==> config.mk <==
export PLATFORM = sky130hd
export DESIGN_NAME = dtcm_icb_arbiter
export DESIGN_NICKNAME = d
export VERILOG_FILES = /design/src/design/dtcm_pkg.sv /design/src/design/dtcm_icb_arbiter.sv
export SDC_FILE = /design/constraint.sdc
export NUM_CORES = 1
export LEC_CHECK = 0
export BUFFER_PORTS_ARGS = -buffer_cell sky130_fd_sc_hd__buf_4
export CORE_AREA = 2 2 64 66
export DETAILED_ROUTE_END_ITERATION = 6
export DIE_AREA = 0 0 66 68
export PLACE_DENSITY_LB_ADDON = 0.12
export SLEW_MARGIN = 0
export SYNTH_ARGS = -nofsm -noshare
export SYNTH_HDL_FRONTEND = slang
export SYNTH_SLANG_ARGS = --single-unit
==> constraint.sdc <==
create_clock -name vclk -period 1.4
set_clock_uncertainty 0.15 [all_clocks]
set_input_delay 0.35 -clock vclk [all_inputs]
set_output_delay 0.35 -clock vclk [all_outputs]
set_load 0.02 [all_outputs]
==> src/design/dtcm_pkg.sv <==
package dtcm_pkg;

  // Bus widths of the ICB side
  localparam int DTCM_ADDR_W = 16; // Byte address
  localparam int DTCM_DATA_W = 32;
  localparam int DTCM_WMSK_W = DTCM_DATA_W / 8; // One bit per byte lane
  localparam int DTCM_AW_LSB = 2; // Word aligned 32-bit data

  // Command beat as seen by the SRAM controller
  typedef struct packed {
    logic                   read;  // Set for a read, clear for a write
    logic [DTCM_ADDR_W-1:0] addr;
    logic [DTCM_DATA_W-1:0] wdata;
    logic [DTCM_WMSK_W-1:0] wmask;
  } dtcm_cmd_t;

  // Response beat, one per accepted command
  typedef struct packed {
    logic                   err;   // Address out of range
    logic [DTCM_DATA_W-1:0] rdata; // Zero for writes and errors
  } dtcm_rsp_t;

  // Master that issued a command
  typedef enum logic {
    PORT_LSU = 1'b0,
    PORT_EXT = 1'b1
  } dtcm_port_t;

endpackage
==> src/design/dtcm_icb_arbiter.sv <==
module dtcm_icb_arbiter (
  // LSU command channel with priority
  input  logic                 i_lsu_valid,
  input  dtcm_pkg::dtcm_cmd_t  i_lsu_cmd,
  output logic                 o_lsu_ready,
  // External agent command channel
  input  logic                 i_ext_valid,
  input  dtcm_pkg::dtcm_cmd_t  i_ext_cmd,
  output logic                 o_ext_ready,
  // Granted command toward the SRAM controller
  output logic                 o_valid,
  output dtcm_pkg::dtcm_cmd_t  o_cmd,
  output dtcm_pkg::dtcm_port_t o_port,
  input  logic                 i_ready
);

  logic lsu_win;

  // LSU wins whenever it asks
  assign lsu_win = i_lsu_valid;

  assign o_valid = i_lsu_valid | i_ext_valid;
  assign o_cmd   = lsu_win ? i_lsu_cmd : i_ext_cmd;
  assign o_port  = lsu_win ? dtcm_pkg::PORT_LSU : dtcm_pkg::PORT_EXT;

  // Ready goes back to the winner only
  assign o_lsu_ready = i_ready & lsu_win;
  assign o_ext_ready = i_ready & ~lsu_win; // EXT holds the grant while LSU is idle

endmodule

# Word level (Yosys, flattened, before mapping)
# Index checks and enable logic that the tools add are counted.
# word_totals
rom_bits,0
inputBits,109
out_inout_bits,57
mem_count,0
latchBits,0
mem_bits_rw,0
regBits,0
word_cells,6
# classes
div,0
addsub,0
reduce_logical,0
n_eq_ne,0
shifts,0
order_cmp,0
n_bitwise,4
n_mul,0
n_mux,2
# ops
cell,count
two-way mux 53 bit,1
AND 1 bit,2
two-way mux 1 bit,1
NOT 1 bit,1
bitwise OR 1 bit,1

# Logic depth before layout (Yosys ltp)
# depth
depth_word,2
ltp_mapped,3
mapped_depth_nobuf,1

# Worst setup path after synthesis
# Ideal clock, no wire load.
# synth_path
kind,in2out
from,input port i_lsu_valid
to,output port o_cmd[25] (netlist name)
setup_slack_ps,-78
stages,3
arrival_ps,978
path_cell_list,buf_6 > buf_6 > mux2_4
# synth_lines
element,line,text
start: declaration,dtcm_icb_arbiter.sv:3,"input logic i_lsu_valid,"
end: declaration,dtcm_icb_arbiter.sv:12,"output dtcm_pkg::dtcm_cmd_t o_cmd,"

==> impl_metrics.tcl <==
set metrics [dict create \
    ant_nets 0 \
    holdBufCountCts 0 \
    synth_area_per_cell_sq_um 12.25 \
    yosys-top-cells-count "27 x mux2_2, 26 x mux2_4, 4 x buf_6, 2 x buf_2" \
    grt-ovfl-total 0 \
    cp-endpoint "o_cmd[39]" \
    crit_path_start "i_lsu_valid" \
    syn_inst 63 \
    crit_type "input pin to output port" \
    hold_viol 0 \
    avgViaCountPerCell 4.295 \
    ir_drop_v 0.0002228 \
    nClkBuffers 0 \
    grt_pass1_wl_microns 5306 \
    period_share 1.142 \
    synth_top_cell_by_area "mux2_4" \
    netlist_top_cells_area "mux2_4 51%, mux2_2 39%, buf_6 5.8%, buf_2 1.3%, and2_1 0.81%" \
    stdcell_count 281 \
    finalWeightedCongestion 0.7081 \
    drt-initial-drc-count 7 \
    synthesis.area_sq_um 772.0 \
    diodes 0 \
    seq_cells 0 \
    status "finished, violations left" \
    drcViolationCount 0 \
    die-width_microns 66 \
    p_leak_nw 1.420 \
    worstMarginPinSlew_ns 0.1057 \
    placed_area_sq_mm 0.002071 \
    endpoint_kind "output port" \
    max_freq_mhz 625.3 \
    grt_pass1_vias 1174 \
    synth_nets 172 \
    die_y_microns 68 \
    cp_max_fo 13 \
    cp.arrival_ns 1.10 \
    register_area_sq_um 0 \
    post-place-cells 275 \
    powerDensity_mw_per_mm2 401.7 \
    start_util 0.2002 \
    yosysMostFrequentCell "mux2_2" \
    row_count 23 \
    drv_cap 0 \
    routedWlPerCell_microns 14.49 \
    rsz0062_at_grt "true" \
    firstDrtPassIters 3 \
    die_area_sq_mm 0.004488 \
    num_vias 1207 \
    finalCriticalPeriod_ns 1.599 \
    yosysSeqAreaShare 0 \
    grt_antenna_before_repair 0 \
    setup_ws_ns -0.1991 \
    dp_hpwl_microns 3043 \
    hp-class "input pin to output port" \
    netlist-cell-type-count 8 \
    layout-drive-gt1-share 1.000 \
    fin_area_sq_mm 0.002561 \
    crit_required_ns 0.90 \
    io_pins 166 \
    synth_top_area_frac 0.5057 \
    nNetsFinal 342 \
    grt_usage 0.1478 \
    port_buffers 166 \
    wl_microns 4072 \
    multi_input_area_sq_um 827.0 \
    fillers 315 \
    startpoint_type "input pin" \
    areaGrowthSynthToFinish_pct 231.8 \
    core_sq_mm 0.003856 \
    grt_max_degree 15 \
    slew_violations 0 \
    setup_viol 57 \
    violations "negative setup slack" \
    slew_headroom 0.9295 \
    yosysWarningCount 0 \
]
-- worst min-delay path by stage --
stage | from | end | slack, ns | depth (start not counted)
after floorplan | i_ext_valid | o_valid | 0.67 | 1
after global placement | i_ext_valid | o_valid | 0.84 | 3
after detailed placement | i_ext_valid | o_valid | 0.84 | 3
after CTS | i_ext_valid | o_valid | 0.83 | 3
after global routing | i_ext_valid | o_valid | 0.84 | 3
final | i_ext_valid | o_valid | 0.83 | 3
-- cells in the final DEF (no fill, tap or decap) --
cell and n:
buf_16 4, buf_4 108, buf_8 1, clkbuf_16 2
inv_2 1, buf_12 2, nor2b_4 1, mux2_4 53
or2_4 1, buf_6 57, and2_4 1
-- metal layers --
| layer | share of wire | vias to the layer above | GRT usage |
|---|---|---|---|
| met2 | 0.55 | 86 | 0.3068 |
| met3 | 0.12 | 0 | 0.03618 |
| met4 | 0 | 0 | 0.005102 |
| li1 | - | 574 | - |
| met5 | 0 | - | 0 |
| met1 | 0.33 | 547 | 0.1572 |
-- layout make-up --
class | instances | area share
repair buffers | 174 | 0.6512
multi-input cells | 56 | 0.3229
well taps | 50 | 0.02443
inverters | 1 | 0.001466
-- critical path: stages --
cell and delay, ns:
buf_16 0.13, buf_16 0.16, mux2_4 0.31, buf_6 0.13
-- stage by stage --
| step | power, W | hold slack, ns | setup slack (ns) | setup TNS, ns | util |
|---|---|---|---|---|---|
| after detailed placement | 0.0008218 | 0.8436 | -0.3029 | -14.51 | 0.5370 |
| final | 0.001029 | 0.8309 | -0.1991 | -9.893 | 0.6642 |
| after global routing | 0.001079 | 0.8411 | -0.2216 | -10.74 | 0.6642 |
| after floorplan | 0.0003982 | 0.6704 | -0.04385 | -1.955 | - |
| after global placement | 0.0008153 | 0.8397 | -0.3063 | -14.49 | 0.5370 |
| after CTS | 0.0009929 | 0.8282 | -0.2282 | -10.39 | 0.6353 |
-- what timing repair did --
item	in CTS	in global routing
cloned	3	2
pin swaps	0	1
hold endpoints to repair	0	0
endpoints found under the setup margin	56	57
gates resized for setup	80	16
buffers inserted	1	0
-- logic make-up (layout without fill, tap and decap cells) --
family	Yosys count	after routing	synth area share
buffers and inverters	7	175	0.07617
multiplexers	53	53	0.8995
AND/OR/NAND/NOR	3	3	0.02433
-- power breakdown --
| part | internal, W | switching (W) | leakage (nW) |
|---|---|---|---|
| sequential | 0 | 0 | 0 |
| combinational | 0.000660 | 0.000369 | 1.42 |
| clock | 0 | 0 | 0 |
| total | 0.000660 | 0.000369 | 1.42 |
Note: power is estimated with default switching activity, not from simulation.
