==> src/design/dtcm_fifo.sv <==
module dtcm_fifo #(
  parameter type payload_t = logic,
  parameter int  DEPTH     = 2
) (
  input  logic                       clk,
  input  logic                       i_rst,
  input  logic                       i_push,
  input  payload_t                   i_data,
  output logic                       o_full,
  input  logic                       i_pop,
  output payload_t                   o_data,
  output logic                       o_empty,
  output logic [$clog2(DEPTH+1)-1:0] o_count
);

  localparam int PTR_W = (DEPTH > 1) ? $clog2(DEPTH) : 1;
  localparam int CNT_W = $clog2(DEPTH + 1);

  payload_t             mem [DEPTH];
  logic     [PTR_W-1:0] wr_ptr;
  logic     [PTR_W-1:0] rd_ptr;
  logic     [CNT_W-1:0] count;

  always_ff @(posedge clk) begin
    if (i_rst) begin
      wr_ptr <= '0;
      rd_ptr <= '0;
      count  <= '0;
    end else begin
      if (i_push) begin
        wr_ptr <= (wr_ptr == PTR_W'(DEPTH - 1)) ? '0 : wr_ptr + 1'b1; // Wrap at DEPTH
      end
      if (i_pop) begin
        rd_ptr <= (rd_ptr == PTR_W'(DEPTH - 1)) ? '0 : rd_ptr + 1'b1;
      end
      if (i_push && !i_pop) count <= count + 1'b1;
      else if (!i_push && i_pop) count <= count - 1'b1;
    end
  end

  // Payload storage
  always_ff @(posedge clk) begin
    if (i_push) mem[wr_ptr] <= i_data;
  end

  assign o_data  = mem[rd_ptr]; // Head entry shows whenever not empty
  assign o_empty = (count == '0);
  assign o_full  = (count == CNT_W'(DEPTH));
  assign o_count = count;

  a_no_overflow: assert property (@(posedge clk) disable iff (i_rst) !(i_push && o_full));
  a_no_underflow: assert property (@(posedge clk) disable iff (i_rst) !(i_pop && o_empty));

endmodule

==> config.mk <==
export PLATFORM = sky130hd
export DESIGN_NAME = dtcm_fifo
export DESIGN_NICKNAME = d
export VERILOG_FILES = /design/src/design/dtcm_fifo.sv
export SDC_FILE = /design/constraint.sdc
export NUM_CORES = 1
export LEC_CHECK = 0
export BUFFER_PORTS_ARGS = -buffer_cell sky130_fd_sc_hd__buf_2
export CAP_MARGIN = 20
export CORE_AREA = 2 2 39 41
export DETAILED_ROUTE_END_ITERATION = 12
export DIE_AREA = 0 0 41 43
export GPL_TIMING_DRIVEN = 0
export PLACE_DENSITY = 0.5
export SYNTH_ARGS = -nofsm -noshare
export SYNTH_HDL_FRONTEND = slang
export SYNTH_SLANG_ARGS = --single-unit
==> constraint.sdc <==
create_clock -name clk -period 1.7 [get_ports clk]
set_input_delay 0.425 -clock clk [delete_from_list [all_inputs] [get_ports clk]]
set_output_delay 0.425 -clock clk [all_outputs]
set_load 0.02 [all_outputs]
# == Word level (Yosys, flattened, before mapping) ==
# Memory sizes are Yosys's and may differ from the RTL's. A register that Yosys moved wholly into a read port is not among the register bits.
# Cells that the tools add are included.
# totals
ramBits,2
reg_bits,4
romBits,0
n_memories,1
out_inout_bits,5
inputBits,5
latchBits,0
# memory_table
memory,depth,word_bits,rd,rd_clocked_by_memory_dff,write_ports,line_no,rtl
mem,2,1,1,1,1,19,payload_t mem [DEPTH];
# classes
multipliers,0
reduce_logical,6
div,0
n_eq_ne,1
bitwise,0
n_mux,8
magnitude_cmp,0
n_shift,0
n_addsub,4
# op_table
op,count
1-bit two-way mux,6
2-bit two-way mux,2
"1-bit adder, second input constant",2
"2-bit by 1-bit adder with 2-bit output, second input constant",1
"2-bit equality test, second input constant",1
1-bit logical AND,2
1-bit zero test,2
2-bit zero test,1
2-bit nonzero test,1
"2-bit by 1-bit subtractor with 2-bit output, second input constant",1

# == Depth between registers and ports, before layout ==
# Gate-level depths: netlist of the first run.
# depth
ltp_word,4
depth_mapped,5
mapped_depth_nobuf,5

# == Worst setup path after synthesis of the first run ==
# OpenSTA, ideal clock, no wires.
# synth_timing
kind,input to register
start,input i_pop
end,register count[1] (netlist: o_count[1])
slack_ns,0.431
path_buffers,0
t_required_ns,1.630
cell_stages,4
arrival_ns,1.199
path_cell_list,inv_1 ha_1 or3_1 a21oi_1
# synth_via
elab_chain_cells,3
word_cells_on_any_way,5
classes_between,mux (1); reduce/logical (4)
# synth_rtl
item,line_no,rtl
start: declaration,10,"input logic i_pop,"
1-bit zero test,36,if (i_push && !i_pop) count <= count + 1'b1;
1-bit logical AND,36,
2-bit two-way mux / 2-bit nonzero test (equally long branches),--,
end signal: assignment,36,
end signal: assignment,37,else if (!i_push && i_pop) count <= count - 1'b1;
end: declaration,22,logic [CNT_W-1:0] count;
# Parallel ways exist; a longest one is shown, timed or not.
# A chain may end at the register's enable or synchronous reset.

# == Final worst setup path of the first run ==
# layout_timing
start,register count[0] (netlist: o_count[0])
end,output o_full
# layout_via
elab_chain_cells,1
# layout_rtl
item,line_no,rtl
2-bit equality test,48,assign o_full = (count == CNT_W'(DEPTH));
end: declaration,9,"output logic o_full,"
# Every way passes these cells.

==> key figures, run 1 <==
Worst setup path
  – Slowest CP cell: dfxtp_1
  – Setup crit end kind: output pin
  – Data arrival, critical path: 1050 ps
  – Type of origin of the critical path: register
  – Critical path's top delay family: flip-flops
  – CP required: 1270 ps
  – Worst-path maximum fanout: 5
  – CP cell instances: and2b_2 -> buf_2
  – Crit-path max cell delay: 410 ps
  – CP Buf/Inv Count: 1
  – Kind of critical path: register to output pin

Routing
  – Total Routed Length: 470 um
  – Routed length on met1: 189 um
  – Drt first pass iters: 3
  – Drt wl/cell: 8.704 um
  – Residual DRC: 0
  – Highest routed layer: met4
  – Iter 0 DRT Violations: 4
  – Detail Route Antenna Nets: 0
  – Met3 WL post-DR: 73 um
  – Total vias in the final route: roughly 210
  – Met2 WL post-DR: 198 um
  – Vias per inst: a little under 4

STA
  – Clk_skew: 0.7946 ps
  – Max-slew headroom: between 80% and 90%
  – Crit path time final: about 1500 ps
  – Final Hold Fails: 0
  – Max frequency: 0.6778 GHz
  – RSZ-0062 raised after global routing: no
  – Slew @ Worst Pin: between 150 and 200 ps
  – Max-slew violations: 0
  – Period utilization: 86.79%
  – Final setup fails: 0
  – Setup TNS: 0 ps
  – Worst Slack Setup Final: about 220 ps

Global route
  – Pin count of the biggest net entering global routing: 6
  – Initial antenna violation count: 0
  – Vias in the first global route: approximately 190
  – Tot GR Track Use: 7.359%
  – Grt total ovfl: 0
  – First-pass GRT wire length: between 700 and 800 um

Synth
  – Register area share after synthesis: between 50% and 60%
  – Synthesized area: ~280 um^2
  – Avg Inst Size Synth: 11.16 um^2
  – Syn_nets: 31
  – YS warnings: 0
  – Cell type with the largest total area after synthesis: dfxtp_1
  – Synth cell types: 14
  – Synth top area share: 35.87%
  – Post-Syn Instances: 25
  – Yosys reg bits: 7
  – Largest cells by area after synthesis: dfxtp_1, edfxtp_1, nor2_1

Final layout
  – Post-layout net count: 45
  – Area Growth Syn to Fin: 32.74%
  – Most common cell after layout, fill and taps aside: buf_2
  – Number of diodes: 0
  – Most frequent cells in the layout: buf_2, nor2_1, dfxtp_1, clkbuf_4
  – Share of cells above drive strength 1: 36.84%

Floorplanning
  – Die Wd: between 40 and 50 um
  – Site row count: 14
  – Core Area: 1384 um^2
  – Initial Util: 20.16%
  – Die footprint: approximately 1800 um^2
  – Die extent in y: 43 um
  – # IOs: 10

Worst hold path
  – Hold crit path type: input pin to register

Run status
  – Status: finished clean

Clock tree
  – Postcts setup bufs: 0
  – Clock transition at path regs: ~50 ps
  – Post-CTS sizing: 0
  – CTS root buffer: clkbuf_4
  – Clock sinks: 7
  – CTS max path bufs: 2
  – Clk_lat worst skew: 250 ps
  – # H-tree levels: 1
  – CTS Buf Count: 3
  – CTS tree: built
  – Post-CTS Hold Fix Bufs: 0

Flow run
  – Maxcap violations: 0

Pwr
  – Psw: 0.1262 mW
  – P_int: 0.3197 mW
  – Final Power: about 0.45 mW
  – Peak supply drop: 366.2 uV
  – PwrDens: 1204 nW/um^2
  – Comb pwr share: 20.2%
  – Clock share of power: 34.2%
  – Reg power frac: 45.6%
  – Pleak: 0.1698 nW
  – Sw frac: 28.29%

Placement
  – DPL Wire Length: 348.2 um
  – DP Worst Slack: 267.3 ps
  – GP Congestion: 0.6026
  – IO Port Bufs: 9
cells in the mapped netlist:
library cell / instances
a21oi_1: 1
o21ai_0: 1
dfxtp_1: 5
inv_1: 1
or3_1: 1
nor2b_1: 1
xor2_1: 2
edfxtp_1: 2
and2b_2: 1
mux2_2: 1
and2_1: 1
ha_1: 1
xnor2_1: 2
nor2_1: 5
path summary, 6_finish.rpt:
check                                 from         end  slack [ps]  depth (start not counted)
worst max-delay path            o_count[0]      o_full         220                          2
worst min-delay path                i_data      mem[0]         360                          1
worst max register to register  o_count[0]  o_count[1]         670                          3
worst min register to register      rd_ptr      rd_ptr         510                          2
logic make-up (layout without fill, tap and decap cells):
| logic type | count (synthesis) | after routing | synth area share (%) |
|---|---|---|---|
| mux | 1 | 1 | 4.036 |
| simple gates | 9 | 9 | 16.60 |
| flops | 7 | 7 | 57.40 |
| xor+xnor | 4 | 4 | 12.56 |
| compound gates | 2 | 2 | 3.584 |
| buf+inv | 1 | 14 | 1.344 |
| fa+ha+maj | 1 | 1 | 4.484 |
layout make-up:
cell class | count | area (um^2)
clock buffers | 4 | 26.28
well taps | 16 | 20.02
inverters | 1 | 3.754
multi-input cells | 17 | 115.1
repair buffers | 9 | 45.04
flip-flops and latches | 7 | 160.2
fillers | 154 | 1013
per-layer routing:
layer / GRT usage, % / vias to the layer above
met1: 6.189 / 89
met3: 8.377 / 2
met5: 0 / -
li1: - / 109
met4: 6.000 / 0
met2: 9.063 / 13
worst reg2reg max path, cell delays in order, from the launching register on:
cell and delay, ps:
dfxtp_1 350, xor2_1 180, or3_1 300, a21oi_1 140
power by group through the flow:
stage	clock network [mW]	registers (mW)	logic (mW)
after floorplan	0	0.214	0.0534
after global placement	0	0.207	0.0906
after detailed placement	0	0.207	0.0910
after CTS	0.162	0.204	0.0919
after global routing	0.171	0.206	0.101
final	0.152	0.203	0.0902
through the flow:
stage / util, % / cells / hold slack (ps) / cell area, um^2
2_1_floorplan: - / 25 / 479.9 / 279.0
3_3_place_gp: 24.86 / 50 / 496.8 / 344.1
3_5_place_dp: 24.86 / 50 / 504.0 / 344.1
4_1_cts: 26.76 / 54 / 354.3 / 370.4
5_1_grt: 26.76 / 54 / 356.7 / 370.4
6_report: 26.76 / 54 / 363.7 / 370.4
Note: power is estimated with default switching activity, not from simulation.
==> run 2, diff against run 1 <==
--- a/config.mk
+++ b/config.mk
@@ -11,7 +11,7 @@
 export DETAILED_ROUTE_END_ITERATION = 12
 export DIE_AREA = 0 0 41 43
 export GPL_TIMING_DRIVEN = 0
-export PLACE_DENSITY = 0.5
+export PLACE_DENSITY = 0.45
 export SYNTH_ARGS = -nofsm -noshare
 export SYNTH_HDL_FRONTEND = slang
 export SYNTH_SLANG_ARGS = --single-unit
==> constraint.sdc (replaced) <==
create_clock -name clk -period 1.9 [get_ports clk]
set_input_delay 0.475 -clock clk [delete_from_list [all_inputs] [get_ports clk]]
set_output_delay 0.475 -clock clk [all_outputs]
set_load 0.02 [all_outputs]
==> run 2 against run 1 <==
Sequential share of layout area stayed put. Count of clock-buffer cells in the layout stayed put. Wire length is 5.5% higher. Power is 11% lower.
==> key figures, run 2 (same netlist as run 1, synthesis figures left out) <==
Run status
  – Status: finished clean

Worst hold path
  – Hold crit path type: input pin to register
  – Hold path cells: 1

Worst setup path
  – Kind of critical path: register to output pin
  – Type of origin of the critical path: register
  – Setup crit end kind: output pin
  – Worst-path maximum fanout: 5
  – R2R depth: 3
  – Data arrival, critical path: 1050 ps
  – CP required: 1420 ps

Floorplanning
  – Die extent in y: roughly 43 um
  – Die footprint: 1763 um^2
  – Initial Util: a little over 20%
  – # IOs: 10
  – Site row count: 14
  – Die Wd: 41 um
  – Core Area: 1384 um^2

Routing
  – Residual DRC: 0
  – Drt first pass iters: 1
  – Iter 0 DRT Violations: 0
  – Total vias in the final route: 205
  – Routed length on met1: 202 um
  – Detail Route Antenna Nets: 0
  – Met2 WL post-DR: 214 um
  – Total Routed Length: 496 um
  – Drt wl/cell: 9.185 um
  – Vias per inst: 3.796
  – Highest routed layer: met3
  – Met3 WL post-DR: 79 um

Clock tree
  – CTS tree: built
  – Postcts setup bufs: 0
  – # H-tree levels: 1
  – CTS root buffer: clkbuf_4
  – Clock transition at path regs: 50 ps
  – Clk_lat worst skew: ~250 ps
  – CTS max path bufs: 2
  – Post-CTS sizing: 0
  – Clock sinks: 7
  – CTS Buf Count: 3
  – Post-CTS Hold Fix Bufs: 0

Final layout
  – Most common cell after layout, fill and taps aside: buf_2
  – Post-layout net count: 45
  – Area Growth Syn to Fin: 32.74%
  – Most frequent cells in the layout: buf_2, nor2_1, dfxtp_1, clkbuf_4
  – Fill cells: 145
  – Share of cells above drive strength 1: 36.84%
  – Number of diodes: 0

Global route
  – Grt total ovfl: 0
  – First-pass GRT wire length: 696 um
  – Tot GR Track Use: under 10%
  – Initial antenna violation count: 0
  – Vias in the first global route: 182
  – Pin count of the biggest net entering global routing: 6

STA
  – Clk_skew: 0.3374 ps
  – Max-slew headroom: between 80% and 90%
  – RSZ-0062 raised after global routing: no
  – Max-slew violations: 0
  – Slew @ Worst Pin: approximately 190 ps
  – Setup TNS: 0 ps
  – Final setup fails: 0
  – Crit path time final: 1520 ps
  – Period utilization: 80.02%
  – Final Hold Fails: 0
  – Max frequency: approximately 0.66 GHz

Flow run
  – Maxcap violations: 0

Pwr
  – Clock share of power: 33.7%
  – Peak supply drop: 480.3 uV
  – Pleak: 0.1698 nW
  – Reg power frac: 45.7%
  – PwrDens: around 1100 nW/um^2
  – Final Power: around 0.40 mW
  – Comb pwr share: just over 20%
  – Psw: roughly 0.11 mW
  – P_int: 0.2860 mW
  – Sw frac: 28.31%

Placement
  – DPL Wire Length: 368.3 um
  – GP Congestion: 0.6664
  – IO Port Bufs: 9
## run 2: cell counts in the layout (fill, tap and decap cells not counted)
Identical to the previous run, type by type.
## run 2: critical path, cell delays in order (launching register included)
cell	delay (ps)
dfxtp_1	410
and2b_2	230
buf_2	150
## run 2: cell type report
class                           count  area [um^2]  share of cell area, %
Sequential cell                     7        160.2                  43.24
Multi-Input combinational cell     17        115.1                  31.08
Timing Repair Buffer                9        45.04                  12.16
Clock buffer                        4        26.28                  7.095
Tap cell                           16        20.02                  5.405
Inverter                            1        3.754                  1.014
## run 2: power groups by stage
| stage | Combinational (mW) | Sequential, mW | Clock [mW] |
|---|---|---|---|
| after detailed placement | 0.0819 | 0.186 | 0 |
| after floorplan | 0.0478 | 0.191 | 0 |
| after global routing | 0.0885 | 0.183 | 0.150 |
| after CTS | 0.0827 | 0.183 | 0.140 |
| after global placement | 0.0804 | 0.184 | 0 |
| final | 0.0820 | 0.183 | 0.134 |
## run 2: final timing paths
| path | from | endpoint | slack (ps) |
|---|---|---|---|
| worst max-delay path | o_count[0] | o_full | 380 |
| worst max register to register | o_count[0] | o_count[1] | 850 |
| worst min register to register | rd_ptr | register | 530 |
| worst min-delay path | i_data | mem[0] | 420 |
## run 2: metrics by stage
step	util, %	std cells	hold WS, ps	setup slack, ps	cell area, um^2
finish	26.76	54	424.2	379.6	370.4
global route	26.76	54	413.0	334.4	370.4
CTS	26.76	54	420.7	368.5	370.4
detailed placement	24.86	50	520.6	419.6	344.1
global placement	24.86	50	489.0	434.0	344.1
floorplan	-	25	479.9	581.3	279.0
## run 2: layer usage
| metal | track usage, % | up-vias |
|---|---|---|
| met3 | 9.424 | 0 |
| li1 | - | 107 |
| met1 | 5.556 | 84 |
| met2 | 9.375 | 14 |
| met4 | 4.000 | 0 |
| met5 | 0 | - |
