### config.mk
export PLATFORM = sky130hd
export DESIGN_NAME = dtcm_sram_ctrl
export DESIGN_NICKNAME = d
export VERILOG_FILES = /design/src/design/dtcm_pkg.sv /design/src/design/dtcm_sram_ctrl.sv /design/src/design/dtcm_fifo.sv
export SDC_FILE = /design/constraint.sdc
export NUM_CORES = 1
export LEC_CHECK = 0
export ABC_AREA = 1
export BUFFER_PORTS_ARGS = -buffer_cell sky130_fd_sc_hd__buf_2
export CAP_MARGIN = 5
export CORE_MARGIN = 5
export CORE_UTILIZATION = 50
export CTS_CLUSTER_DIAMETER = 150
export DETAILED_ROUTE_END_ITERATION = 7
export PLACE_DENSITY = 0.86
export SETUP_SLACK_MARGIN = 0.5
export SYNTH_ARGS = -nofsm -noshare
export SYNTH_HDL_FRONTEND = slang
export SYNTH_HIERARCHICAL = 1
export SYNTH_SLANG_ARGS = --single-unit
### constraint.sdc
create_clock -name clk -period 6.3 [get_ports clk]
set_input_delay 1.575 -clock clk [delete_from_list [all_inputs] [get_ports clk]]
set_output_delay 1.575 -clock clk [all_outputs]
set_load 0.01 [all_outputs]
### src/design/dtcm_pkg.sv
package dtcm_pkg;

  // Bus widths of the ICB side
  localparam int DTCM_ADDR_W = 16; // Byte address
  localparam int DTCM_DATA_W = 32;
  localparam int DTCM_WMSK_W = DTCM_DATA_W / 8; // One bit per byte lane
  localparam int DTCM_AW_LSB = 2; // Word aligned 32-bit data

  // Command beat as seen by the SRAM controller
  typedef struct packed {
    logic                   read;  // Set for a read, clear for a write
    logic [DTCM_ADDR_W-1:0] addr;
    logic [DTCM_DATA_W-1:0] wdata;
    logic [DTCM_WMSK_W-1:0] wmask;
  } dtcm_cmd_t;

  // Response beat, one per accepted command
  typedef struct packed {
    logic                   err;   // Address out of range
    logic [DTCM_DATA_W-1:0] rdata; // Zero for writes and errors
  } dtcm_rsp_t;

  // Master that issued a command
  typedef enum logic {
    PORT_LSU = 1'b0,
    PORT_EXT = 1'b1
  } dtcm_port_t;

endpackage
### src/design/dtcm_sram_ctrl.sv
module dtcm_sram_ctrl #(
  parameter int RAM_AW   = 10,
  parameter int OUTS_NUM = 2
) (
  input  logic                               clk,
  input  logic                               i_rst,
  // Command from the arbiter
  input  logic                               i_cmd_valid,
  input  dtcm_pkg::dtcm_cmd_t                i_cmd,
  output logic                               o_cmd_ready,
  // Response toward the masters
  output logic                               o_rsp_valid,
  output dtcm_pkg::dtcm_rsp_t                o_rsp,
  input  logic                               i_rsp_ready,
  // SRAM port
  output logic                               o_ram_cs,
  output logic                               o_ram_we,
  output logic [RAM_AW-1:0]                  o_ram_addr,
  output logic [dtcm_pkg::DTCM_WMSK_W-1:0]   o_ram_wem,
  output logic [dtcm_pkg::DTCM_DATA_W-1:0]   o_ram_din,
  input  logic [dtcm_pkg::DTCM_DATA_W-1:0]   i_ram_dout,
  output logic                               o_busy
);

  localparam int CNT_W  = $clog2(OUTS_NUM + 1);
  localparam int WORD_H = RAM_AW + dtcm_pkg::DTCM_AW_LSB; // First byte address bit above RAM

  logic                cmd_hsk;
  logic                addr_err;
  logic                inf_vld;  // Access issued last cycle
  logic                inf_err;
  logic                inf_rd;
  logic [CNT_W:0]      used;     // Buffered plus in flight
  dtcm_pkg::dtcm_rsp_t rsp_in;
  logic                rsp_push;
  logic                rsp_pop;
  logic                rsp_full;
  logic                rsp_empty;
  logic [CNT_W-1:0]    rsp_count;

  assign used        = {1'b0, rsp_count} + (CNT_W + 1)'(inf_vld);
  assign o_cmd_ready = (used < (CNT_W + 1)'(OUTS_NUM)); // Credit check
  assign cmd_hsk     = i_cmd_valid & o_cmd_ready;

  // Any address bit above the RAM range makes it an error
  assign addr_err = |(i_cmd.addr >> WORD_H);

  // Access starts in the handshake cycle
  assign o_ram_cs   = cmd_hsk & ~addr_err;
  assign o_ram_we   = o_ram_cs & ~i_cmd.read;
  assign o_ram_addr = i_cmd.addr[WORD_H-1:dtcm_pkg::DTCM_AW_LSB];
  assign o_ram_wem  = i_cmd.wmask & {dtcm_pkg::DTCM_WMSK_W{o_ram_we}};
  assign o_ram_din  = i_cmd.wdata;

  always_ff @(posedge clk) begin
    if (i_rst) begin
      inf_vld <= 1'b0;
    end else begin
      inf_vld <= cmd_hsk; // Errors also take a slot
    end
  end

  always_ff @(posedge clk) begin
    if (cmd_hsk) begin
      inf_err <= addr_err;
      inf_rd  <= i_cmd.read;
    end
  end

  // RAM dout is valid the cycle after cs
  always_comb begin
    rsp_in.err   = inf_err;
    rsp_in.rdata = (inf_rd && !inf_err) ? i_ram_dout : '0;
  end

  assign rsp_push = inf_vld;
  assign rsp_pop  = o_rsp_valid & i_rsp_ready;

  dtcm_fifo #(
    .payload_t (dtcm_pkg::dtcm_rsp_t),
    .DEPTH     (OUTS_NUM)
  ) u_rsp_fifo (
    .clk     (clk),
    .i_rst   (i_rst),
    .i_push  (rsp_push),
    .i_data  (rsp_in),
    .o_full  (rsp_full),
    .i_pop   (rsp_pop),
    .o_data  (o_rsp),
    .o_empty (rsp_empty),
    .o_count (rsp_count)
  );

  assign o_rsp_valid = ~rsp_empty;
  assign o_busy      = inf_vld | ~rsp_empty;

  // Credit keeps room in the response FIFO for every access in flight
  a_credit_room: assert property (@(posedge clk) disable iff (i_rst)
    inf_vld |-> !rsp_full);

endmodule

### src/design/dtcm_fifo.sv
module dtcm_fifo #(
  parameter type payload_t = logic,
  parameter int  DEPTH     = 2
) (
  input  logic                       clk,
  input  logic                       i_rst,
  input  logic                       i_push,
  input  payload_t                   i_data,
  output logic                       o_full,
  input  logic                       i_pop,
  output payload_t                   o_data,
  output logic                       o_empty,
  output logic [$clog2(DEPTH+1)-1:0] o_count
);

  localparam int PTR_W = (DEPTH > 1) ? $clog2(DEPTH) : 1;
  localparam int CNT_W = $clog2(DEPTH + 1);

  payload_t             mem [DEPTH];
  logic     [PTR_W-1:0] wr_ptr;
  logic     [PTR_W-1:0] rd_ptr;
  logic     [CNT_W-1:0] count;

  always_ff @(posedge clk) begin
    if (i_rst) begin
      wr_ptr <= '0;
      rd_ptr <= '0;
      count  <= '0;
    end else begin
      if (i_push) begin
        wr_ptr <= (wr_ptr == PTR_W'(DEPTH - 1)) ? '0 : wr_ptr + 1'b1; // Wrap at DEPTH
      end
      if (i_pop) begin
        rd_ptr <= (rd_ptr == PTR_W'(DEPTH - 1)) ? '0 : rd_ptr + 1'b1;
      end
      if (i_push && !i_pop) count <= count + 1'b1;
      else if (!i_push && i_pop) count <= count - 1'b1;
    end
  end

  // Payload storage
  always_ff @(posedge clk) begin
    if (i_push) mem[wr_ptr] <= i_data;
  end

  assign o_data  = mem[rd_ptr]; // Head entry shows whenever not empty
  assign o_empty = (count == '0);
  assign o_full  = (count == CNT_W'(DEPTH));
  assign o_count = count;

  a_no_overflow: assert property (@(posedge clk) disable iff (i_rst) !(i_push && o_full));
  a_no_underflow: assert property (@(posedge clk) disable iff (i_rst) !(i_pop && o_empty));

endmodule

Yosys cells after proc, flatten, opt, wreduce, memory -nomap -nowiden
Memories as Yosys holds them, arrays and structs flattened. A register that Yosys moved wholly into a read port is not among the register bits.
Index checks and enable logic that the tools add are counted.

cells by class
  $mul = 0
  magnitude comparators = 1
  bitwise gates (word level) = 9
  equal/unequal tests = 0
  muxes and demuxes = 9
  add/subtract/negate cells = 5
  divide/modulo/power cells = 0
  reduce and logical (&&, ||, !) cells = 9
  shift-type cells = 0

operators with widths
  operator                                             number
  2-to-1 mux 32 bit                                    1
  2-to-1 mux 1 bit                                     6
  bitwise AND 1 bit                                    4
  bitwise AND 4 bit                                    1
  2-to-1 mux 2 bit                                     2
  OR reduction 4 bit                                   1
  adder 2 x 1 -> 3 bit                                 1
  logical AND 1 bit                                    3
  zero test 1 bit                                      3
  < comparator 3 x 2 -> 1 bit (second input constant)  1
  inverter 1 bit                                       3
  adder 1 bit (second input constant)                  2
  adder 2 x 1 -> 2 bit (second input constant)         1
  zero test 2 bit                                      1
  nonzero test 2 bit                                   1
  subtractor 2 x 1 -> 2 bit (second input constant)    1
  bitwise OR 1 bit                                     1

word-level totals
  latch bits = 0
  flip-flop bits (word level) = 7
  output and inout bits = 84
  input port bits = 89
  memory bits (read-only) = 0
  logic and storage cells = 40
  RAM bits = 66
  memories = 1

memories
  memory          depth  width  read ports  clocked after memory_dff  wr ports  line             source
  u_rsp_fifo.mem  2      33     1           1                         1         dtcm_fifo.sv:19  payload_t mem [DEPTH];

Logic depth before layout (Yosys ltp)
Gate-level depths: netlist (run 1).

  depth after elaboration = 6
  depth in mapped cells = 10
  gate-level depth less buffers = 10

Hierarchy
Netlist (run 1), hierarchy kept.

by module, submodules not included
  module          cells an instance  instances  seq. area each (sq um)  area each (sq um)
  dtcm_fifo       136                1          2082.0                  2763.9
  dtcm_sram_ctrl  139                1          80.1                    779.5

Worst setup path after synthesis (run 1)
Ideal clock, no wire load.

  path type = input port to output port
  start = input i_cmd[51] in the netlist's numbering
  end = output o_ram_wem[0] in the netlist's numbering
  required time = 4.725 ns
  data arrival time = 2.140 ns
  cell stages on the path = 5
  path buffers = 0
  path slack = 2.585 ns
  cells stage by stage = nor2_2 > nand2_2 > nor2_4 > nand2_2 > nor2_1

between the ends
  longest elaborated chain between the ends = 5

ends and longest elaborated chain
  what                line                  source
  start: declaration  dtcm_sram_ctrl.sv:9   input dtcm_pkg::dtcm_cmd_t i_cmd,
  OR reduction 4 bit  dtcm_sram_ctrl.sv:46  assign addr_err = |(i_cmd.addr >> WORD_H);
  via addr_err        dtcm_sram_ctrl.sv:29  logic addr_err;
  inverter 1 bit      dtcm_sram_ctrl.sv:49  assign o_ram_cs = cmd_hsk & ~addr_err;
  bitwise AND 1 bit   dtcm_sram_ctrl.sv:49
  via o_ram_cs        dtcm_sram_ctrl.sv:16  output logic o_ram_cs,
  bitwise AND 1 bit   dtcm_sram_ctrl.sv:50  assign o_ram_we = o_ram_cs & ~i_cmd.read;
  bitwise AND 4 bit   dtcm_sram_ctrl.sv:52  assign o_ram_wem = i_cmd.wmask & {dtcm_pkg::DTCM_WMSK_W{o_ram_we}};
  end: declaration    dtcm_sram_ctrl.sv:19  output logic [dtcm_pkg::DTCM_WMSK_W-1:0] o_ram_wem,

The timed path passes the listed nets, and every way through them passes these cells.

Final worst setup path (run 1)
  start = input i_cmd[51] in the netlist's numbering
  end = output o_ram_wem[1] in the netlist's numbering

between the ends
  longest elaborated chain between the ends = 5

ends and longest elaborated chain
  what                line
  OR reduction 4 bit  dtcm_sram_ctrl.sv:46
  via addr_err        dtcm_sram_ctrl.sv:29
  inverter 1 bit      dtcm_sram_ctrl.sv:49
  bitwise AND 1 bit   dtcm_sram_ctrl.sv:49
  bitwise AND 1 bit   dtcm_sram_ctrl.sv:50
  bitwise AND 4 bit   dtcm_sram_ctrl.sv:52

The timed path passes the listed nets, and every way through them passes these cells.

==> metrics.txt, run 1 <==
# TYPE chip_impl_metric gauge
chip_impl_info{name="cts_root_buf",value="sky130_fd_sc_hd__clkbuf_8"} 1
chip_impl_metric{name="syn_avg_cell_area",unit="um2"} 12.9
chip_impl_metric{name="num_antenna_cells",unit=""} 0
chip_impl_metric{name="netSwitchingPower",unit="uW"} 332
chip_impl_metric{name="htree_num_levels",unit=""} 3
chip_impl_metric{name="cellLeakagePower",unit="nW"} 1.80
chip_impl_metric{name="detail_route.iter0.violations",unit=""} 34
chip_impl_metric{name="grt_util_all_layers",unit="%"} 15.1
chip_impl_metric{name="filler_free_cell_count_of_the_finished_design",unit=""} 423
chip_impl_metric{name="max_freq",unit="MHz"} 259
chip_impl_info{name="outcome",value="finished, final reports clean"} 1
chip_impl_info{name="tritoncts",value="done"} 1
chip_impl_metric{name="ir_worst_vdd",unit="uV"} 200
chip_impl_metric{name="ff2ff_path_depth",unit=""} 3
chip_impl_metric{name="global_route_wire_length_before_repair",unit="mm"} 10.2
chip_impl_metric{name="placement.io_buffers",unit=""} 86
chip_impl_metric{name="slowest_delay",unit="ps"} 140
chip_impl_info{name="timing.setup.critical_path_class",value="in -> out"} 1
chip_impl_metric{name="min_period",unit="ps"} 3860
chip_impl_metric{name="floorplan.die_area",unit="um2"} 8860
chip_impl_metric{name="grt_antenna_before_repair",unit=""} 0
chip_impl_metric{name="pwr-share-comb",unit="%"} 21.0
chip_impl_metric{name="drtPass1Iterations",unit=""} 4
chip_impl_metric{name="timing.hold.worst_path_depth",unit=""} 0
chip_impl_metric{name="cts_inserted_buffers",unit=""} 9
chip_impl_metric{name="power_density",unit="nW/um2"} 338
chip_impl_metric{name="die_height",unit="um"} 94.1
chip_impl_metric{name="flow.area_growth_from_synthesis",unit="%"} 11.2
chip_impl_metric{name="synth.cell_area",unit="um2"} 3540
chip_impl_metric{name="drc",unit=""} 0
chip_impl_info{name="crit_path_cell_trace",value="buf_2 > nor2_2 > nand2_2 > nor2_4 > nand2_2 > nor2_1 > buf_2"} 1
chip_impl_metric{name="final_min_period_over_clock_period",unit="%"} 61.3
chip_impl_metric{name="synth-warning-count",unit=""} 6
chip_impl_metric{name="clk_latency",unit="ps"} 320
chip_impl_metric{name="final_nets",unit=""} 413
chip_impl_metric{name="hpwl_after_detailed_placement",unit="mm"} 4.83
chip_impl_metric{name="max-clock-path-buffers",unit=""} 2
chip_impl_metric{name="placed_cell_count",unit=""} 408
chip_impl_metric{name="floorplan.io_pins",unit=""} 173
chip_impl_metric{name="tightest_slew",unit="ps"} 1180
chip_impl_metric{name="clock-skew-final",unit="ps"} 8.29
chip_impl_metric{name="arrival",unit="ps"} 2290
chip_impl_metric{name="synth_fp_nets",unit=""} 364
chip_impl_metric{name="final_critical_path_setup_slack",unit="ps"} 2440
chip_impl_metric{name="cp.depth",unit=""} 7
chip_impl_metric{name="grt_overflow",unit=""} 0
chip_impl_metric{name="finalHoldViolations",unit=""} 0
chip_impl_metric{name="power_frac_clock",unit="%"} 31.6
chip_impl_metric{name="register_share_of_total_power",unit="%"} 47.4
chip_impl_info{name="timing.critical_path.from_type",value="primary input"} 1
chip_impl_metric{name="route.detailed.vias_per_inst",unit=""} 4.60
chip_impl_info{name="end_kind",value="output port"} 1
chip_impl_metric{name="critical_path_peak_fanout",unit=""} 5
chip_impl_metric{name="p_int",unit="uW"} 997
chip_impl_metric{name="grt_max_degree",unit=""} 34
chip_impl_metric{name="placement.setup.worst_slack",unit="ps"} 2440
chip_impl_metric{name="post-cts-setup-buffers",unit=""} 0
chip_impl_metric{name="coreArea",unit="um2"} 6830
chip_impl_metric{name="numClockSinks",unit=""} 74
chip_impl_metric{name="final_max_slew_viol_count",unit=""} 0
chip_impl_metric{name="cap_viol_max_count",unit=""} 0
chip_impl_metric{name="route.detailed.wl_per_inst",unit="um"} 15.6
chip_impl_metric{name="drive_above_1_share",unit="%"} 43.7
chip_impl_metric{name="first_global_vias",unit=""} 2109
chip_impl_metric{name="path_clk_slew",unit="ps"} 70
chip_impl_metric{name="route.vias.total",unit=""} 1946
chip_impl_metric{name="initial_utilization",unit="%"} 51.8
chip_impl_metric{name="syn_inst",unit=""} 274
chip_impl_metric{name="total_power_draw",unit="mW"} 1.33
chip_impl_info{name="timing.critical_path.slowest_stage_cell",value="sky130_fd_sc_hd__buf_2"} 1
chip_impl_metric{name="sw_frac_of_total",unit="%"} 25.0
chip_impl_metric{name="timing.slew.headroom",unit="%"} 21.4
chip_impl_metric{name="setup_viol_count_final",unit=""} 0
chip_impl_info{name="timing.hold.worst.class",value="reg -> reg"} 1
chip_impl_metric{name="wirelength",unit="mm"} 6.59
chip_impl_metric{name="gp_congestion",unit=""} 0.713
chip_impl_metric{name="critical_path_buf_inv_count",unit=""} 2
chip_impl_info{name="grt_setup_unrepaired",value="false"} 1
chip_impl_metric{name="num_rows",unit=""} 30
chip_impl_metric{name="hold_buffers",unit=""} 0
chip_impl_info{name="cpLargestDelayFamily",value="simple AND/OR/NAND/NOR gates"} 1
chip_impl_metric{name="setup_tns",unit="ps"} 0
chip_impl_metric{name="detail-route-antenna-nets",unit=""} 0
chip_impl_metric{name="final.fill_count",unit=""} 605
chip_impl_metric{name="dieWidth",unit="um"} 94.1
chip_impl_metric{name="worstPathRequired",unit="ps"} 4720
chip_impl_metric{name="cts_resized",unit=""} 0
==> layer usage <==
metal  share of wire, %  track usage, %  wire, um
met5                  0               0         0
met4                1.2            6.14        78
met3                8.6            4.89       564
met2                 57            29.3      3750
met1                 33            14.2      2200
==> worst reg2reg max path: cells and delay by family, from the launching register on <==
| family | cells | cell delay (ps) |
|---|---|---|
| flip-flops | 1 | 440 |
| AND/OR/NAND/NOR | 1 | 80 |
| buffers and inverters | 2 | 940 |
==> sequential cells by signal (all words and copies together), names as in the netlist, named ones only <==
signal              cells
inf_rd                  1
u_rsp_fifo/wr_ptr       1
u_rsp_fifo/rd_ptr       1
inf_vld                 1
inf_err                 1
u_rsp_fifo/mem         66
u_rsp_fifo/o_count      2
==> area by class of cell <==
class | instances | area [um2] | area share [%]
inverters | 52 | 195 | 4.96
well taps | 96 | 120 | 3.05
repair buffers | 87 | 438 | 11.1
clock inverters | 5 | 104 | 2.64
flip-flops and latches | 74 | 2160 | 55.0
clock buffers | 10 | 128 | 3.24
multi-input cells | 99 | 788 | 20.0
==> path summary, 6_finish.rpt <==
kind / start / end / slack [ps]
worst max-delay path: i_cmd[51] / o_ram_wem[1] / 2440
worst max register to register: inf_vld / u_rsp_fifo/mem[1][17] / 4520
worst min register to register: inf_err / u_rsp_fifo/mem[0][32] / 500
worst min-delay path: inf_err / u_rsp_fifo/mem[0][32] / 500
==> layout by cell type (no fill, tap or decap), types with 2 or more instances in the layout <==
master                       n
sky130_fd_sc_hd__a21oi_1     2
sky130_fd_sc_hd__buf_2      86
sky130_fd_sc_hd__bufinv_16   3
sky130_fd_sc_hd__clkbuf_8    9
sky130_fd_sc_hd__dfxtp_1     5
sky130_fd_sc_hd__edfxtp_1   68
sky130_fd_sc_hd__inv_1      52
sky130_fd_sc_hd__mux2_2      3
sky130_fd_sc_hd__mux2_4     30
sky130_fd_sc_hd__nand2_1     7
sky130_fd_sc_hd__nand2_2     2
sky130_fd_sc_hd__nor2_1     43
sky130_fd_sc_hd__nor2_2      2
sky130_fd_sc_hd__nor2_4      2
==> power groups by stage <==
stage | Clock, mW | Sequential [mW] | Combinational, mW
final | 0.420 | 0.629 | 0.279
after global routing | 0.450 | 0.638 | 0.304
after CTS | 0.431 | 0.630 | 0.285
after detailed placement | 0 | 0.642 | 0.284
after global placement | 0 | 0.638 | 0.279
after floorplan | 0 | 0.601 | 0.272
==> metrics by stage <==
stage          util, %  cell area [um2]  hold slack, ps
4_1_cts           57.6             3940             496
6_report          57.6             3940             496
3_3_place_gp      54.2             3700             449
5_1_grt           57.6             3940             513
2_1_floorplan        -             3540             445
3_5_place_dp      54.2             3700             478
Power figures use the tool's default switching activity.
==> run 2, diff against run 1 <==
Settings changed: CORE_UTILIZATION 50 to 46, PLACE_DENSITY 0.86 to 0.8.
Clock period 6.3 ns to 3.84 ns, I/O delays scaled along.
==> metrics.txt, run 2 (synthesis gave the netlist of run 1 again) <==
# TYPE chip_impl_metric gauge
chip_impl_metric{name="worstPathRequired",unit="ps"} 2880
chip_impl_metric{name="grt_antenna_before_repair",unit=""} 0
chip_impl_info{name="outcome",value="finished, final reports clean"} 1
chip_impl_metric{name="detailroute.wirelength.met3",unit="um"} 631
chip_impl_metric{name="slowest_delay",unit="ps"} 730
chip_impl_metric{name="flow.area_growth_from_synthesis",unit="%"} 9.79
chip_impl_metric{name="final_min_period_over_clock_period",unit="%"} 73.7
chip_impl_metric{name="max-clock-path-buffers",unit=""} 2
chip_impl_info{name="timing.hold.worst.class",value="reg -> reg"} 1
chip_impl_metric{name="dieWidth",unit="um"} 97.7
chip_impl_metric{name="placement.io_buffers",unit=""} 86
chip_impl_metric{name="initial_utilization",unit="%"} 46.5
chip_impl_metric{name="htree_num_levels",unit=""} 3
chip_impl_metric{name="route.detailed.wl_per_inst",unit="um"} 15.8
chip_impl_metric{name="route.vias.total",unit=""} 1960
chip_impl_metric{name="global_route_wire_length_before_repair",unit="mm"} 10.4
chip_impl_metric{name="arrival",unit="ps"} 1870
chip_impl_info{name="timing.critical_path.slowest_stage_cell",value="sky130_fd_sc_hd__dfxtp_2"} 1
chip_impl_info{name="worstReg2RegEnd",value="u_rsp_fifo/mem[1][17]"} 1
chip_impl_metric{name="route.detailed.vias_per_inst",unit=""} 4.55
chip_impl_metric{name="min_period",unit="ps"} 2830
chip_impl_info{name="tritoncts",value="done"} 1
chip_impl_metric{name="post-cts-setup-buffers",unit=""} 0
chip_impl_metric{name="detail_route.iter0.violations",unit=""} 70
chip_impl_metric{name="final_design_area_no_fill",unit="um2"} 3890
chip_impl_metric{name="cts_resized",unit=""} 0
chip_impl_metric{name="numClockSinks",unit=""} 74
chip_impl_metric{name="clk_latency",unit="ps"} 330
chip_impl_metric{name="floorplan.io_pins",unit=""} 173
chip_impl_metric{name="final_nets",unit=""} 415
chip_impl_metric{name="grt_overflow",unit=""} 0
chip_impl_metric{name="final_max_slew_viol_count",unit=""} 0
chip_impl_metric{name="ff2ff_path_depth",unit=""} 3
chip_impl_metric{name="detail-route-antenna-nets",unit=""} 0
chip_impl_info{name="crit_path_cell_trace",value="buf_4 > mux2_4 > buf_2"} 1
chip_impl_info{name="worstHoldStart",value="inf_err"} 1
chip_impl_metric{name="setup.reg_to_reg.worst_slack",unit="ps"} 2130
chip_impl_metric{name="grt_util_all_layers",unit="%"} 14.3
chip_impl_info{name="min_to",value="u_rsp_fifo/mem[1][32]"} 1
chip_impl_metric{name="setup_tns",unit="ps"} 0
chip_impl_info{name="most-common-layout-cells",value="sky130_fd_sc_hd__buf_2 (86), sky130_fd_sc_hd__edfxtp_1 (68), sky130_fd_sc_hd__inv_1 (52)"} 1
chip_impl_metric{name="num_antenna_cells",unit=""} 0
chip_impl_metric{name="timing.hold.worst_path_depth",unit=""} 0
chip_impl_metric{name="cellLeakagePower",unit="nW"} 1.78
chip_impl_metric{name="clock-skew-final",unit="ps"} 7.39
chip_impl_metric{name="wirelength",unit="mm"} 6.82
chip_impl_info{name="grt_setup_unrepaired",value="false"} 1
chip_impl_metric{name="critical_path_peak_fanout",unit=""} 19
chip_impl_info{name="cts_root_buf",value="sky130_fd_sc_hd__clkbuf_8"} 1
chip_impl_metric{name="finalHoldViolations",unit=""} 0
chip_impl_metric{name="num_rows",unit=""} 32
chip_impl_metric{name="path_clk_slew",unit="ps"} 70
chip_impl_info{name="commonest_non_fill_non_tap_cell_in_the_layout",value="sky130_fd_sc_hd__buf_2"} 1
chip_impl_metric{name="drt-met1-wl",unit="mm"} 2.26
chip_impl_info{name="registers.top_by_ff_count",value="u_rsp_fifo/mem"} 1
chip_impl_info{name="timing.critical_path.from_type",value="register"} 1
chip_impl_metric{name="drc",unit=""} 0
chip_impl_metric{name="floorplan.die_area",unit="um2"} 9550
chip_impl_metric{name="hold_buffers",unit=""} 0
chip_impl_metric{name="drive_above_1_share",unit="%"} 44.1
chip_impl_metric{name="cts_inserted_buffers",unit=""} 9
chip_impl_metric{name="grt_max_degree",unit=""} 34
chip_impl_metric{name="first_global_vias",unit=""} 2063
chip_impl_info{name="top_signal_layer_used",value="met4"} 1
chip_impl_metric{name="die_height",unit="um"} 97.7
chip_impl_metric{name="max_freq",unit="MHz"} 353
chip_impl_metric{name="wl_met2",unit="mm"} 3.81
chip_impl_metric{name="gp_congestion",unit=""} 0.703
chip_impl_info{name="r2r-start",value="inf_err"} 1
chip_impl_metric{name="drtPass1Iterations",unit=""} 4
chip_impl_metric{name="power_density",unit="nW/um2"} 509
chip_impl_info{name="timing.setup.critical_path_class",value="reg -> out"} 1
chip_impl_info{name="end_kind",value="output port"} 1
chip_impl_metric{name="ir_worst_vdd",unit="uV"} 278
chip_impl_metric{name="hpwl_after_detailed_placement",unit="mm"} 5.16
chip_impl_metric{name="timing.slew.headroom",unit="%"} 21.4
chip_impl_metric{name="placedInstanceArea",unit="um2"} 3730
chip_impl_metric{name="cap_viol_max_count",unit=""} 0
chip_impl_metric{name="tightest_slew",unit="ps"} 1180
chip_impl_metric{name="setup_viol_count_final",unit=""} 0
chip_impl_metric{name="coreArea",unit="um2"} 7610
chip_impl_metric{name="largest_register_ff_count",unit=""} 66
run 2: cell count changes in the layout (fill, tap and decap cells not counted):
cell | before | now
sky130_fd_sc_hd__bufinv_16 | 3 | 0
sky130_fd_sc_hd__buf_4 | 1 | 3
sky130_fd_sc_hd__clkinv_2 | 1 | 3
sky130_fd_sc_hd__clkbuf_1 | 1 | 0
sky130_fd_sc_hd__clkinv_1 | 0 | 1
sky130_fd_sc_hd__clkinvlp_4 | 0 | 1
run 2: worst max-delay path by stage:
| stage | endpoint | slack [ps] |
|---|---|---|
| after floorplan | o_ram_wem[0] | 1350 |
| after global placement | o_ram_wem[2] | 1190 |
| after detailed placement | o_ram_wem[3] | 1170 |
| after CTS | o_rsp[3] | 930 |
| after global routing | o_rsp[3] | 900 |
| final | o_rsp[3] | 1010 |
run 2: cell type report:
type,instances,area [um2]
clock buffers,9,124
multi-input cells,99,788
clock inverters,6,35.0
flip-flops and latches,74,2160
well taps,102,128
fillers,656,3720
inverters,52,195
repair buffers,89,453
run 2: per-layer routing:
metal	vias up	GRT usage (%)
met5	-	0
met2	103	27.4
met4	0	5.64
met3	16	6.68
met1	899	12.8
li1	942	-
run 2: worst max-delay path, delay by kind of cell (launching register included):
family	cells	cell delay, ps
buffers and inverters	2	470
flip-flops	1	730
multiplexers	1	320
run 2: report_power, final:
group	total [mW]	switching, mW	leakage, nW	internal, mW
Combinational	0.486	0.227	1.01	0.259
Clock	0.485	0.259	0.0823	0.226
Sequential	1.01	0.0583	0.687	0.949
run 2: per-stage QoR:
stage	worst slack, ps	std cells	utilization (%)	power (mW)	hold WS (ps)
after floorplan	1350	274	-	1.43	445
after global placement	1190	416	49.0	1.51	457
after detailed placement	1170	416	49.0	1.52	466
after CTS	935	431	51.1	2.01	483
after global routing	903	431	51.1	2.09	503
final	1010	431	51.1	1.98	481
